**src/hw/cpuIsaPkg.sv**
```systemverilog
// instruction set package: opcodes, ALU operation codes and the instruction word union
package cpuIsaPkg;

	// 5-bit opcode in the top bits of every instruction
	typedef enum logic [4:0] {
		opAdd  = 5'b00011,
		opSub  = 5'b00100,
		opAnd  = 5'b01010,
		opOr   = 5'b01011,
		opAddi = 5'b01100,
		opNeg  = 5'b10000,
		opNot  = 5'b10001,
		opOut  = 5'b10111,
		opHalt = 5'b11011
	} opcodeT;

	typedef enum logic [2:0] {
		aluPass = 3'd0, // result = b
		aluAdd  = 3'd1,
		aluSub  = 3'd2,
		aluAnd  = 3'd3,
		aluOr   = 3'd4,
		aluNeg  = 3'd5,
		aluNot  = 3'd6,
		aluInc  = 3'd7  // used by the fetch step for PC + 1
	} aluOpT;

	// three register operands
	typedef struct packed {
		opcodeT      opcode;
		logic [3:0]  ra;     // destination or source for out
		logic [3:0]  rb;
		logic [3:0]  rc;
		logic [14:0] unused;
	} regFormT;

	// two registers and a signed constant
	typedef struct packed {
		opcodeT      opcode;
		logic [3:0]  ra;
		logic [3:0]  rb;
		logic [18:0] constVal; // sign-extended onto the bus
	} immFormT;

	typedef union packed {
		regFormT regForm;
		immFormT immForm;
	} instrWordT;

endpackage

```
**src/hw/cpuCtrlPkg.sv**
```systemverilog
// datapath control package: bus source selects, register field selects and the control word
package cpuCtrlPkg;

	// exactly one source drives the bus in each step
	typedef enum logic [2:0] {
		srcNone   = 3'd0, // bus reads as zero
		srcPc     = 3'd1,
		srcZLow   = 3'd2,
		srcMdr    = 3'd3,
		srcReg    = 3'd4,
		srcConstC = 3'd5
	} busSrcT;

	// IR field that addresses the register file
	typedef enum logic [1:0] {
		selRa = 2'd0,
		selRb = 2'd1,
		selRc = 2'd2
	} regSelT;

	typedef struct packed {
		busSrcT           busSrc;
		regSelT           regSel;
		logic             marIn;
		logic             pcIn;
		logic             mdrIn;
		logic             irIn;
		logic             yIn;
		logic             zIn;
		logic             regIn;  // register file write from the bus
		logic             outIn;  // output port load
		logic             read;   // memory read, MDR takes memData
		cpuIsaPkg::aluOpT aluOp;
	} ctrlWordT;

endpackage

```
**src/hw/registerFile.sv**
```systemverilog
// general register file: sixteen 32-bit registers, one read port, one write port, R0 reads zero
`timescale 1ns/1ps

module registerFile (
	input  logic        Clock,
	input  logic        reset,
	input  logic [3:0]  readAddr,
	output logic [31:0] readData,
	input  logic        writeEnable,
	input  logic [3:0]  writeAddr,
	input  logic [31:0] writeData
);

	logic [31:0] regs [16];

	// R0 is hardwired to zero on the read side
	assign readData = (readAddr == 4'd0) ? 32'd0 : regs[readAddr];

	always_ff @(posedge Clock) begin
		if (reset) begin
			for (int i = 0; i < 16; i++)
				regs[i] <= 32'd0;
		end else if (writeEnable && writeAddr != 4'd0) begin
			regs[writeAddr] <= writeData; // writes to R0 dropped
		end
	end

endmodule

```
**src/hw/aluUnit.sv**
```systemverilog
// combinational ALU: Y and bus operands, result into Z
`timescale 1ns/1ps

module aluUnit (
	input  cpuIsaPkg::aluOpT op,
	input  logic [31:0]      a,      // from Y
	input  logic [31:0]      b,      // from the bus
	output logic [31:0]      result
);

	// all arithmetic wraps at 32 bits
	always_comb begin
		case (op)
			cpuIsaPkg::aluAdd: begin
				result = a + b;
			end
			cpuIsaPkg::aluSub: begin
				result = a - b;
			end
			cpuIsaPkg::aluAnd: begin
				result = a & b;
			end
			cpuIsaPkg::aluOr: begin
				result = a | b;
			end
			cpuIsaPkg::aluNeg: begin
				result = ~b + 32'd1; // two's complement of b only
			end
			cpuIsaPkg::aluNot: begin
				result = ~b;
			end
			cpuIsaPkg::aluInc: begin
				result = b + 32'd1; // PC increment during fetch
			end
			default: begin
				result = b; // pass
			end
		endcase
	end

endmodule

```
**src/hw/controlSequencer.sv**
```systemverilog
// control step sequencer: step counter, halted flag and opcode decoder for the control word
`timescale 1ns/1ps

module controlSequencer (
	input  logic                 Clock,
	input  logic                 reset,
	input  cpuIsaPkg::opcodeT    opcode,
	output cpuCtrlPkg::ctrlWordT ctrl,
	output logic                 halted
);

	localparam logic [2:0] t0 = 3'd0;
	localparam logic [2:0] t1 = 3'd1;
	localparam logic [2:0] t2 = 3'd2;
	localparam logic [2:0] t3 = 3'd3;
	localparam logic [2:0] t4 = 3'd4;
	localparam logic [2:0] t5 = 3'd5;

	logic [2:0] step;
	logic [2:0] stepNext;
	logic haltNow;

	// ALU operation applied in T4
	function automatic cpuIsaPkg::aluOpT aluOpFor(input cpuIsaPkg::opcodeT op);
		case (op)
			cpuIsaPkg::opAdd, cpuIsaPkg::opAddi: return cpuIsaPkg::aluAdd;
			cpuIsaPkg::opSub: return cpuIsaPkg::aluSub;
			cpuIsaPkg::opAnd: return cpuIsaPkg::aluAnd;
			cpuIsaPkg::opOr:  return cpuIsaPkg::aluOr;
			cpuIsaPkg::opNeg: return cpuIsaPkg::aluNeg;
			cpuIsaPkg::opNot: return cpuIsaPkg::aluNot;
			default: return cpuIsaPkg::aluPass;
		endcase
	endfunction

	always_comb begin
		ctrl = '0;
		stepNext = step + 3'd1;
		haltNow = 1'b0;
		if (!halted) begin
			case (step)
				t0: begin
					ctrl.busSrc = cpuCtrlPkg::srcPc;
					ctrl.marIn = 1'b1;
					ctrl.aluOp = cpuIsaPkg::aluInc; // Z = PC + 1
					ctrl.zIn = 1'b1;
				end
				t1: begin
					ctrl.busSrc = cpuCtrlPkg::srcZLow;
					ctrl.pcIn = 1'b1;
					ctrl.read = 1'b1;
					ctrl.mdrIn = 1'b1;
				end
				t2: begin
					ctrl.busSrc = cpuCtrlPkg::srcMdr;
					ctrl.irIn = 1'b1;
				end
				t3: begin
					case (opcode)
						cpuIsaPkg::opAdd, cpuIsaPkg::opSub, cpuIsaPkg::opAnd,
						cpuIsaPkg::opOr, cpuIsaPkg::opAddi: begin
							ctrl.busSrc = cpuCtrlPkg::srcReg;
							ctrl.regSel = cpuCtrlPkg::selRb;
							ctrl.yIn = 1'b1; // first operand into Y
						end
						cpuIsaPkg::opNeg, cpuIsaPkg::opNot: begin
							stepNext = t4; // idle step, unary ops skip Y
						end
						cpuIsaPkg::opOut: begin
							ctrl.busSrc = cpuCtrlPkg::srcReg;
							ctrl.regSel = cpuCtrlPkg::selRa;
							ctrl.outIn = 1'b1;
							stepNext = t0;
						end
						default: begin
							haltNow = 1'b1; // halt and unknown opcodes
							stepNext = t3;
						end
					endcase
				end
				t4: begin
					ctrl.busSrc = cpuCtrlPkg::srcReg;
					ctrl.regSel = cpuCtrlPkg::selRc;
					if (opcode == cpuIsaPkg::opAddi)
						ctrl.busSrc = cpuCtrlPkg::srcConstC;
					else if (opcode == cpuIsaPkg::opNeg || opcode == cpuIsaPkg::opNot)
						ctrl.regSel = cpuCtrlPkg::selRb;
					ctrl.aluOp = aluOpFor(opcode);
					ctrl.zIn = 1'b1;
				end
				t5: begin
					ctrl.busSrc = cpuCtrlPkg::srcZLow;
					ctrl.regSel = cpuCtrlPkg::selRa;
					ctrl.regIn = 1'b1; // write back into ra
					stepNext = t0;
				end
				default: stepNext = t0;
			endcase
		end else begin
			stepNext = step; // parked until reset
		end
	end

	always_ff @(posedge Clock) begin
		if (reset) begin
			step <= t0;
			halted <= 1'b0;
		end else begin
			step <= stepNext;
			if (haltNow)
				halted <= 1'b1;
		end
	end

endmodule

```
**src/hw/busDatapath.sv**
```systemverilog
// single-bus datapath: bus mux, PC, MAR, MDR, IR, Y, Z, output port, register file and ALU
`timescale 1ns/1ps

module busDatapath #(
	parameter logic [31:0] resetVector = 32'd0
) (
	input  logic                 Clock,
	input  logic                 reset,
	input  cpuCtrlPkg::ctrlWordT ctrl,
	output cpuIsaPkg::opcodeT    opcode,
	input  logic [31:0]          memData,
	output logic [31:0]          memAddr,
	output logic                 memRead,
	output logic [31:0]          outData,
	output logic                 outStrobe
);

	logic [31:0] bus;
	logic [31:0] pc;
	logic [31:0] mar;
	logic [31:0] mdr;
	cpuIsaPkg::instrWordT ir;
	logic [31:0] y;
	logic [31:0] z;
	logic [31:0] outReg;
	logic [31:0] regData;
	logic [31:0] aluResult;
	logic [31:0] constC;
	logic [3:0] regAddr;

	assign opcode = ir.regForm.opcode;
	assign constC = {{13{ir.immForm.constVal[18]}}, ir.immForm.constVal};
	assign memAddr = mar;
	assign memRead = ctrl.read;
	assign outData = outReg;

	always_comb begin
		case (ctrl.regSel)
			cpuCtrlPkg::selRb: regAddr = ir.regForm.rb;
			cpuCtrlPkg::selRc: regAddr = ir.regForm.rc;
			default: regAddr = ir.regForm.ra;
		endcase
	end

	// one source at a time, idle bus reads zero
	always_comb begin
		case (ctrl.busSrc)
			cpuCtrlPkg::srcPc:     bus = pc;
			cpuCtrlPkg::srcZLow:   bus = z;
			cpuCtrlPkg::srcMdr:    bus = mdr;
			cpuCtrlPkg::srcReg:    bus = regData;
			cpuCtrlPkg::srcConstC: bus = constC;
			default:               bus = 32'd0;
		endcase
	end

	always_ff @(posedge Clock) begin
		if (reset) begin
			pc <= resetVector;
			outStrobe <= 1'b0;
		end else begin
			if (ctrl.pcIn)
				pc <= bus;
			outStrobe <= ctrl.outIn; // one cycle after the port loads
		end
	end

	always_ff @(posedge Clock) begin
		if (ctrl.marIn)
			mar <= bus;
		if (ctrl.mdrIn && ctrl.read)
			mdr <= memData; // word returned by memory
		if (ctrl.irIn)
			ir <= bus;
		if (ctrl.yIn)
			y <= bus;
		if (ctrl.zIn)
			z <= aluResult;
		if (ctrl.outIn)
			outReg <= bus;
	end

	registerFile regs (
		.Clock       (Clock),
		.reset       (reset),
		.readAddr    (regAddr),
		.readData    (regData),
		.writeEnable (ctrl.regIn),
		.writeAddr   (regAddr),
		.writeData   (bus)
	);

	aluUnit alu (
		.op     (ctrl.aluOp),
		.a      (y),
		.b      (bus),
		.result (aluResult)
	);

endmodule

```
**src/hw/cpuTop.sv**
```systemverilog
// CPU top level: control sequencer driving the single-bus datapath
`timescale 1ns/1ps

module cpuTop #(
	parameter logic [31:0] resetVector = 32'd0 // PC after reset
) (
	input  logic        Clock,
	input  logic        reset,
	input  logic [31:0] memData,
	output logic [31:0] memAddr,
	output logic        memRead,
	output logic [31:0] outData,
	output logic        outStrobe,
	output logic        halted
);

	cpuCtrlPkg::ctrlWordT ctrl;
	cpuIsaPkg::opcodeT opcode;

	controlSequencer sequencer (
		.Clock  (Clock),
		.reset  (reset),
		.opcode (opcode),
		.ctrl   (ctrl),
		.halted (halted)
	);

	busDatapath #(
		.resetVector (resetVector)
	) datapath (
		.Clock     (Clock),
		.reset     (reset),
		.ctrl      (ctrl),
		.opcode    (opcode),
		.memData   (memData),
		.memAddr   (memAddr),
		.memRead   (memRead),
		.outData   (outData),
		.outStrobe (outStrobe)
	);

endmodule

```
**config.mk**
```make
export PLATFORM = sky130hd
export DESIGN_NAME = cpuTop
export DESIGN_NICKNAME = d
export VERILOG_FILES = /design/src/hw/cpuIsaPkg.sv /design/src/hw/cpuCtrlPkg.sv /design/src/hw/registerFile.sv /design/src/hw/aluUnit.sv /design/src/hw/controlSequencer.sv /design/src/hw/busDatapath.sv /design/src/hw/cpuTop.sv
export SDC_FILE = /design/constraint.sdc
export NUM_CORES = 1
export LEC_CHECK = 0
export ABC_CLOCK_PERIOD_IN_PS = 18800
export BUFFER_PORTS_ARGS = -buffer_cell sky130_fd_sc_hd__buf_4
export CAP_MARGIN = 20
export CORE_ASPECT_RATIO = 2
export CORE_MARGIN = 5
export CORE_UTILIZATION = 35
export CTS_BUF_LIST = sky130_fd_sc_hd__clkbuf_4
export DETAILED_ROUTE_END_ITERATION = 10
export GPL_TIMING_DRIVEN = 0
export PLACE_DENSITY = 0.55
export SETUP_SLACK_MARGIN = 0.3
export SYNTH_ARGS = -nofsm -noshare
export SYNTH_HDL_FRONTEND = slang
export SYNTH_SLANG_ARGS = --single-unit
```
**constraint.sdc**
```tcl
create_clock -name Clock -period 18.8 [get_ports Clock]
set_input_delay 0.94 -clock Clock [delete_from_list [all_inputs] [get_ports Clock]]
set_output_delay 0.94 -clock Clock [all_outputs]
set_load 0.02 [all_outputs]
```
# After elaboration in Yosys (flattened, before gate mapping)
# Memory sizes are Yosys's and may differ from the RTL's.
# Cells that the tools add are included.
dict set report word_totals {
  ff_bits 229
  latch_bits 0
  ramBits 512
  mem_bits_ro 0
  out_inout_bits 67
  n_memories 1
}
dict set report classes {
  n_addsub 5
  mul 0
  div 0
  magnitude_cmp 0
  n_eq_ne 27
  shifts 0
  n_mux 36
  bitwise 3
  n_reduce_logical 14
}
# name depth word_bits read_ports rd_ports_with_merged_regs write_ports line_no
set memory_table {}
lappend memory_table {datapath.regs.regs 16 32 1 0 16 registerFile.sv:14} ;# logic [31:0] regs [16];
# op n
set op_table {}
lappend op_table {{$pmux W32 S7} 1}
lappend op_table {{$pmux W32 S5} 1}
lappend op_table {{$add A32 B1 Y32 const B} 2}
lappend op_table {{$mux W32} 2}
lappend op_table {{$add A32 B32 Y32} 1}
lappend op_table {{$and A32 B32 Y32} 1}
lappend op_table {{$not A32 Y32} 1}
lappend op_table {{$or A32 B32 Y32} 1}
lappend op_table {{$reduce_or A32 Y1} 1}
lappend op_table {{$sub A32 B32 Y32} 1}
lappend op_table {{$eq A3 B3 Y1 const B} 8}
lappend op_table {{$mux W1} 19}
lappend op_table {{$eq A3 B2 Y1 const B} 6}
lappend op_table {{$pmux W3 S6} 1}
lappend op_table {{$mux W17} 1}
lappend op_table {{$eq A5 B4 Y1 const B} 3}
lappend op_table {{$eq A5 B5 Y1 const B} 3}
lappend op_table {{$pmux W3 S5} 1}
lappend op_table {{$pmux W3 S2} 2}
lappend op_table {{$pmux W5 S2} 1}
lappend op_table {{$eq A3 B1 Y1 const B} 3}
lappend op_table {{$pmux W3 S3} 1}
lappend op_table {{$pmux W4 S2} 1}
lappend op_table {{$reduce_or A2 Y1} 4}
lappend op_table {{16 further kinds} 19}

# Depth between registers and ports, before layout
dict set report logic_depth {
  depth_word 15
  depth_mapped 42
  depth_no_buf 35
}

# By module
# From an unflattened synthesis, not the netlist that was laid out.
dict set report hier_totals {
  hier_cells 2954
  area_unflattened_um2 36478.7
}
# module instances cells_each area_per_inst_um2 seq_area_each_um2
set modules_own_cells {}
lappend modules_own_cells {registerFile 1 1463 21959.8 14443.9}
lappend modules_own_cells {busDatapath 1 528 8558.2 6426.2}
lappend modules_own_cells {aluUnit 1 876 5316.3 0.0}
lappend modules_own_cells {controlSequencer 1 87 644.4 80.1}

# Worst setup path after synthesis
# Ideal clock, no wire load.
dict set report synth_timing {
  kind {reg2reg}
  start {register sequencer.halted}
  end {register datapath.z[24] (data pin)}
  arrival_ns 8.169
  slack_ns 10.371
  path_stages_with_launch 35
  n_path_buf 8
  cell_sequence {dfxtp_1 -> clkbuf_1 -> clkbuf_1 -> nor2b_1 -> clkbuf_1 -> nand3_1 -> ha_1 -> buf_6 -> a221o_4 -> buf_6 -> buf_6 -> and3_1 -> a211oi_1 -> a311oi_1 -> nor4_1 -> o21a_1 -> clkbuf_1 -> buf_1 -> ha_1 -> nand2_1 -> o31ai_1 -> xnor2_1 -> ha_1 -> a21o_1 -> a21oi_1 -> nor3b_1 -> a211oi_1 -> o211ai_1 -> o32ai_1 -> o21ai_0 -> xnor2_1 -> maj3_1 -> a21oi_1 -> a21oi_1 -> a2bb2oi_1}
}
dict set report synth_via {
  elab_chain_cells 9
  word_cells_on_any_way 28
}
# item line_no
set synth_rtl {}
lappend synth_rtl {{from (decl)} controlSequencer.sv:9} ;# output logic halted
lappend synth_rtl {{from (signal assigned)} controlSequencer.sv:107} ;# halted <= 1'b0;
lappend synth_rtl {{from (signal assigned)} controlSequencer.sv:111} ;# halted <= 1'b1;
lappend synth_rtl {{$mux W17 *} controlSequencer.sv:40} ;# if (!halted) begin
lappend synth_rtl {{$eq A2 B2 Y1 / $eq A2 B1 Y1 (equally long branches)} busDatapath.sv:38} ;# case (ctrl.regSel)
lappend synth_rtl {{$pmux W4 S2} busDatapath.sv:38}
lappend synth_rtl {{$mem_v2 Z16 W32 / $logic_not A4 Y1 (equally long branches)} --}
lappend synth_rtl {{$mux W32} registerFile.sv:17} ;# assign readData = (readAddr == 4'd0) ? 32'd0 : regs[readAddr];
lappend synth_rtl {{$pmux W32 S5} busDatapath.sv:47} ;# case (ctrl.busSrc)
lappend synth_rtl {{$not A32 Y32} {aluUnit.sv:27, aluUnit.sv:30}}
lappend synth_rtl {{$add A32 B1 Y32} aluUnit.sv:27} ;# result = ~b + 32'd1;
lappend synth_rtl {{$pmux W32 S7 *} aluUnit.sv:13} ;# case (op)
lappend synth_rtl {{net datapath.alu.result[24]} aluUnit.sv:8} ;# output logic [31:0] result
lappend synth_rtl {{to (signal assigned)} busDatapath.sv:78} ;# z <= aluResult;
lappend synth_rtl {{to (decl)} busDatapath.sv:24} ;# logic [31:0] z;
# Mark *: on every way through the listed nets, which the timed path passes. The rest lies on a longest branch.
# A chain may end at the register's enable or synchronous reset.

# Final worst setup path
# Same ends and word-level chain as after synthesis.

==> impl_results.rst <==
.. list-table::
   :header-rows: 1

   * - Metric
     - Value
   * - Status
     - finished clean
   * - Setup bufs post-CTS
     - 0
   * - Hold Path Class
     - reg2reg
   * - Slew of the pin with the lowest slew margin
     - roughly 1.3 ns
   * - Clock slew at reported path FFs
     - about 0.09 ns
   * - Ys async rst share
     - 0%
   * - Wire length after detailed routing
     - 162000 um
   * - Vias per std cell
     - 5.90
   * - Compound-cell area share of the yosys netlist
     - 15.5%
   * - Top FF cell, synth
     - sky130_fd_sc_hd__edfxtp_1
   * - Clk_lat worst skew
     - roughly 1.1 ns
   * - RSZ-0062 raised after global routing
     - false
   * - Die Span Y
     - 469 um
   * - Synth Area in Adders
     - 1.69%
   * - Starting utilization of the core area
     - 35.2%
   * - Yosys reg bits
     - 741
   * - Number of placed cells counting well taps
     - 4804
   * - VDD IR max
     - 208 uV
   * - Final WS setup
     - roughly 6.2 ns
   * - Worst clock skew on the final layout
     - 0.0711 ns
   * - Share of the synthesized area in the top cell type
     - between 50% and 60%
   * - Synth top area cells
     - sky130_fd_sc_hd__edfxtp_1 (57%), sky130_fd_sc_hd__nor2_1 (6.3%), sky130_fd_sc_hd__a211oi_1 (3.6%)
   * - Largest net degree at the start of global routing
     - 33
   * - Final cycle utilization of the critical path
     - 67.0%
   * - Cell Area, Synth
     - 0.0369 mm^2
   * - Largest area contributor in the netlist
     - sky130_fd_sc_hd__edfxtp_1
   * - Clk network pwr share
     - 14.7%
   * - Highest clock rate
     - 79.4 MHz
   * - Nature of the critical path endpoint
     - register
   * - Antenna violations before repair
     - 3
   * - H-Tree Level Count
     - 4
   * - Count of TritonRoute iterations in the first routing pass
     - 6
   * - Switching power total
     - 4.46 mW
   * - Number of enable-type register cells in the synthesized netlist
     - 704
   * - Synth Area in Simple Gates
     - approximately 15%
   * - Die Footprint
     - roughly 0.11 mm^2
   * - TritonCTS Buffers
     - between 150 and 200
   * - Post-CTS sizing
     - 0
   * - Core ar.
     - around 0.10 mm^2
   * - Worst slack, placed
     - ~6.5 ns
   * - Leak Pwr
     - 15.3 nW
   * - Cell internal power dissipation
     - about 4.4 mW
   * - Fill cells
     - 10200
   * - Post-DRT Antenna Nets
     - 0
   * - Xor/xnor share of the synthesized area
     - about 1.9%
   * - Critical path data required time
     - 19.63 ns
   * - Max_cap viols
     - 0
   * - CP Data Arrival Time
     - 13.42 ns
   * - Fin crit period
     - 12.59 ns
   * - Post-DP HPWL
     - 116000 um
   * - Synth cell types
     - 122
   * - I/O Buffers
     - between 90 and 100
   * - Final Slew Violations
     - 0
   * - Total number of vias
     - 30200
   * - Synthesized instance count
     - 3287
   * - Cell area power density
     - 208 mW/mm^2
   * - Mux share of post-synthesis cell area
     - roughly 1.7%
   * - Iteration-0 DRC count of the detailed router
     - 3212
   * - Mapped Avg Cell Area
     - 11.2 um^2
   * - Share of final-layout standard cells stronger than drive strength 1
     - 15.9%
   * - Final standard cell count with taps included and fillers excluded
     - 5128
   * - Cell area after placement
     - around 0.04 mm^2
   * - Number of nets in the layout
     - around 3700
   * - Longest individual stage delay on the worst path
     - between 0.9 and 1 ns
   * - Cell area after layout
     - 0.0424 mm^2
   * - RePlAce Congestion
     - 0.973
   * - Clock tree from TritonCTS
     - done
   * - Switching share of total power
     - 50.5%
   * - Commonest cells post-synth
     - sky130_fd_sc_hd__edfxtp_1 (704), sky130_fd_sc_hd__nor2_1 (619), sky130_fd_sc_hd__nand2_1 (290)
   * - Dominant combinational cell family by area after synthesis
     - compound AO/OA/AOI/OAI gates
   * - Cell at the root of the clock tree
     - sky130_fd_sc_hd__clkbuf_4
   * - Startpoint type of the worst setup path
     - register
   * - Wire length of the first global-routing pass
     - 223000 um
   * - Count of boundary I/O pins
     - between 100 and 150
   * - Syn. warnings
     - 0
   * - Crit-path max FO
     - 19
   * - Signed area change from the synthesized netlist to the final layout
     - 14.9%
   * - Critical-path top delay cell
     - sky130_fd_sc_hd__buf_1
   * - Finish-stage setup viols
     - 0
   * - GRT Residual Overflow
     - 0
   * - Clock sink count
     - 741
   * - Most instantiated library cell after synthesis
     - sky130_fd_sc_hd__edfxtp_1
   * - DRC errors left
     - 0
   * - Type of the worst setup path
     - reg2reg
   * - Wirelength per Cell
     - 31.5 um
   * - Count of final hold-check violations
     - 0
   * - Site Rows
     - 168
   * - Worst max-slew margin expressed relative to the limit
     - 15.7%
   * - Vias in the first global route
     - 30800
   * - WHS
     - between 0.4 and 0.5 ns
   * - Die extent in x
     - approximately 240 um
   * - Tot GR Track Use
     - between 20% and 30%
   * - Bufs on Longest Clock Path
     - 3
   * - Sequential power share
     - 25.4%
   * - Comb power frac
     - 59.9%
   * - Number of hold buffers added after cts
     - 32
   * - Portion of the post-synthesis area used by sequential elements
     - around three fifths
   * - Final-layout setup total negative slack
     - 0 ns
==> worst max-delay path: cells and delay by family (launching register included) <==
kind / cells / cell delay (ns)
xor gates and xnor gates: 2 / 0.42
and+or+nand+nor: 6 / 1.75
buffers and inverters: 9 / 4.03
AOI/OAI and AO/OA: 13 / 4.20
adders and majority gates: 4 / 1.38
DFF: 1 / 0.55
==> stage by stage <==
step | util (%) | total power [mW]
after floorplan | - | 5.50
after global placement | 37.6 | 7.34
after detailed placement | 38.1 | 7.40
after CTS | 40.4 | 8.71
after global routing | 40.5 | 9.21
final | 40.5 | 8.84
==> cell type report <==
type                       instances  area [um^2]  area share [%]
sequential                       741        21900            51.6
buffer                           293         1590            3.74
clock inverter                    65          419           0.988
inverter                          68          255           0.601
multi-input combinational       2216        13400            31.6
antenna                            4         10.0          0.0236
tap                             1360         1700            4.01
timing repair buffer             161         1540            3.62
clock buffer                     220         1650            3.89
==> placed cells by master (no fill, tap or decap), types with 51 or more instances in the layout <==
| cell | Yosys | layout |
|---|---|---|
| sky130_fd_sc_hd__a31oi_1 | 101 | 101 |
| sky130_fd_sc_hd__nand2_1 | 290 | 290 |
| sky130_fd_sc_hd__xnor2_1 | 74 | 74 |
| sky130_fd_sc_hd__inv_1 | 59 | 59 |
| sky130_fd_sc_hd__edfxtp_1 | 704 | 704 |
| sky130_fd_sc_hd__clkbuf_4 | 0 | 221 |
| sky130_fd_sc_hd__nand3_1 | 55 | 55 |
| sky130_fd_sc_hd__clkbuf_1 | 155 | 151 |
| sky130_fd_sc_hd__and3_1 | 136 | 136 |
| sky130_fd_sc_hd__buf_4 | 16 | 123 |
| sky130_fd_sc_hd__a22oi_1 | 51 | 51 |
| sky130_fd_sc_hd__a21oi_1 | 85 | 85 |
| sky130_fd_sc_hd__a211oi_1 | 175 | 175 |
| sky130_fd_sc_hd__nor2_1 | 619 | 617 |
| sky130_fd_sc_hd__o21ai_0 | 113 | 113 |
==> routing by layer <==
layer	track usage (%)	share of wire, %
met1	26.8	31
met2	50.9	52
met3	4.27	6.3
met4	23.8	11
met5	0	0
==> kinds of logic (layout without fill, tap and decap cells) <==
logic type,after synthesis,in the layout
AO/OA/AOI/OAI,783,783
AND/OR/NAND/NOR,1236,1236
other,1,36
flip-flops,741,741
XOR/XNOR,79,79
multiplexers,35,35
buffers and inverters,361,807
adder cells (fa/ha/maj),51,51
==> power by group through the flow <==
stage | clock network [mW] | registers (mW) | logic [mW]
floorplan | 0 | 2.29 | 3.21
global placement | 0 | 2.29 | 5.05
detailed placement | 0 | 2.27 | 5.13
CTS | 1.31 | 2.24 | 5.16
global route | 1.39 | 2.25 | 5.57
finish | 1.30 | 2.24 | 5.29
==> state kept, by name, indices dropped and copies added, names as in the netlist <==
signal and count:
datapath.regs.regs 512, datapath.mdr 32, datapath.ir 32, datapath.y 32, datapath.z 32, sequencer.halted 1
datapath.memAddr 32, datapath.pc 32, sequencer.step 3, datapath.outData 32, datapath.outStrobe 1
==> path summary, 6_finish.rpt <==
path	startpoint	to	slack, ns	cells past startpoint
worst max-delay path	sequencer.halted$_SDFFE_PP0P_	datapath.z[24]$_DFFE_PP_	6.21	34
worst min-delay path	datapath.pc[27]$_SDFFE_PP0P_	datapath.pc[27]$_SDFFE_PP0P_	0.50	2
worst max register to register	sequencer.halted$_SDFFE_PP0P_	datapath.z[24]$_DFFE_PP_	6.21	34
worst min register to register	datapath.pc[27]$_SDFFE_PP0P_	datapath.pc[27]$_SDFFE_PP0P_	0.50	2
No activity file was read; power rests on OpenSTA's default activity.
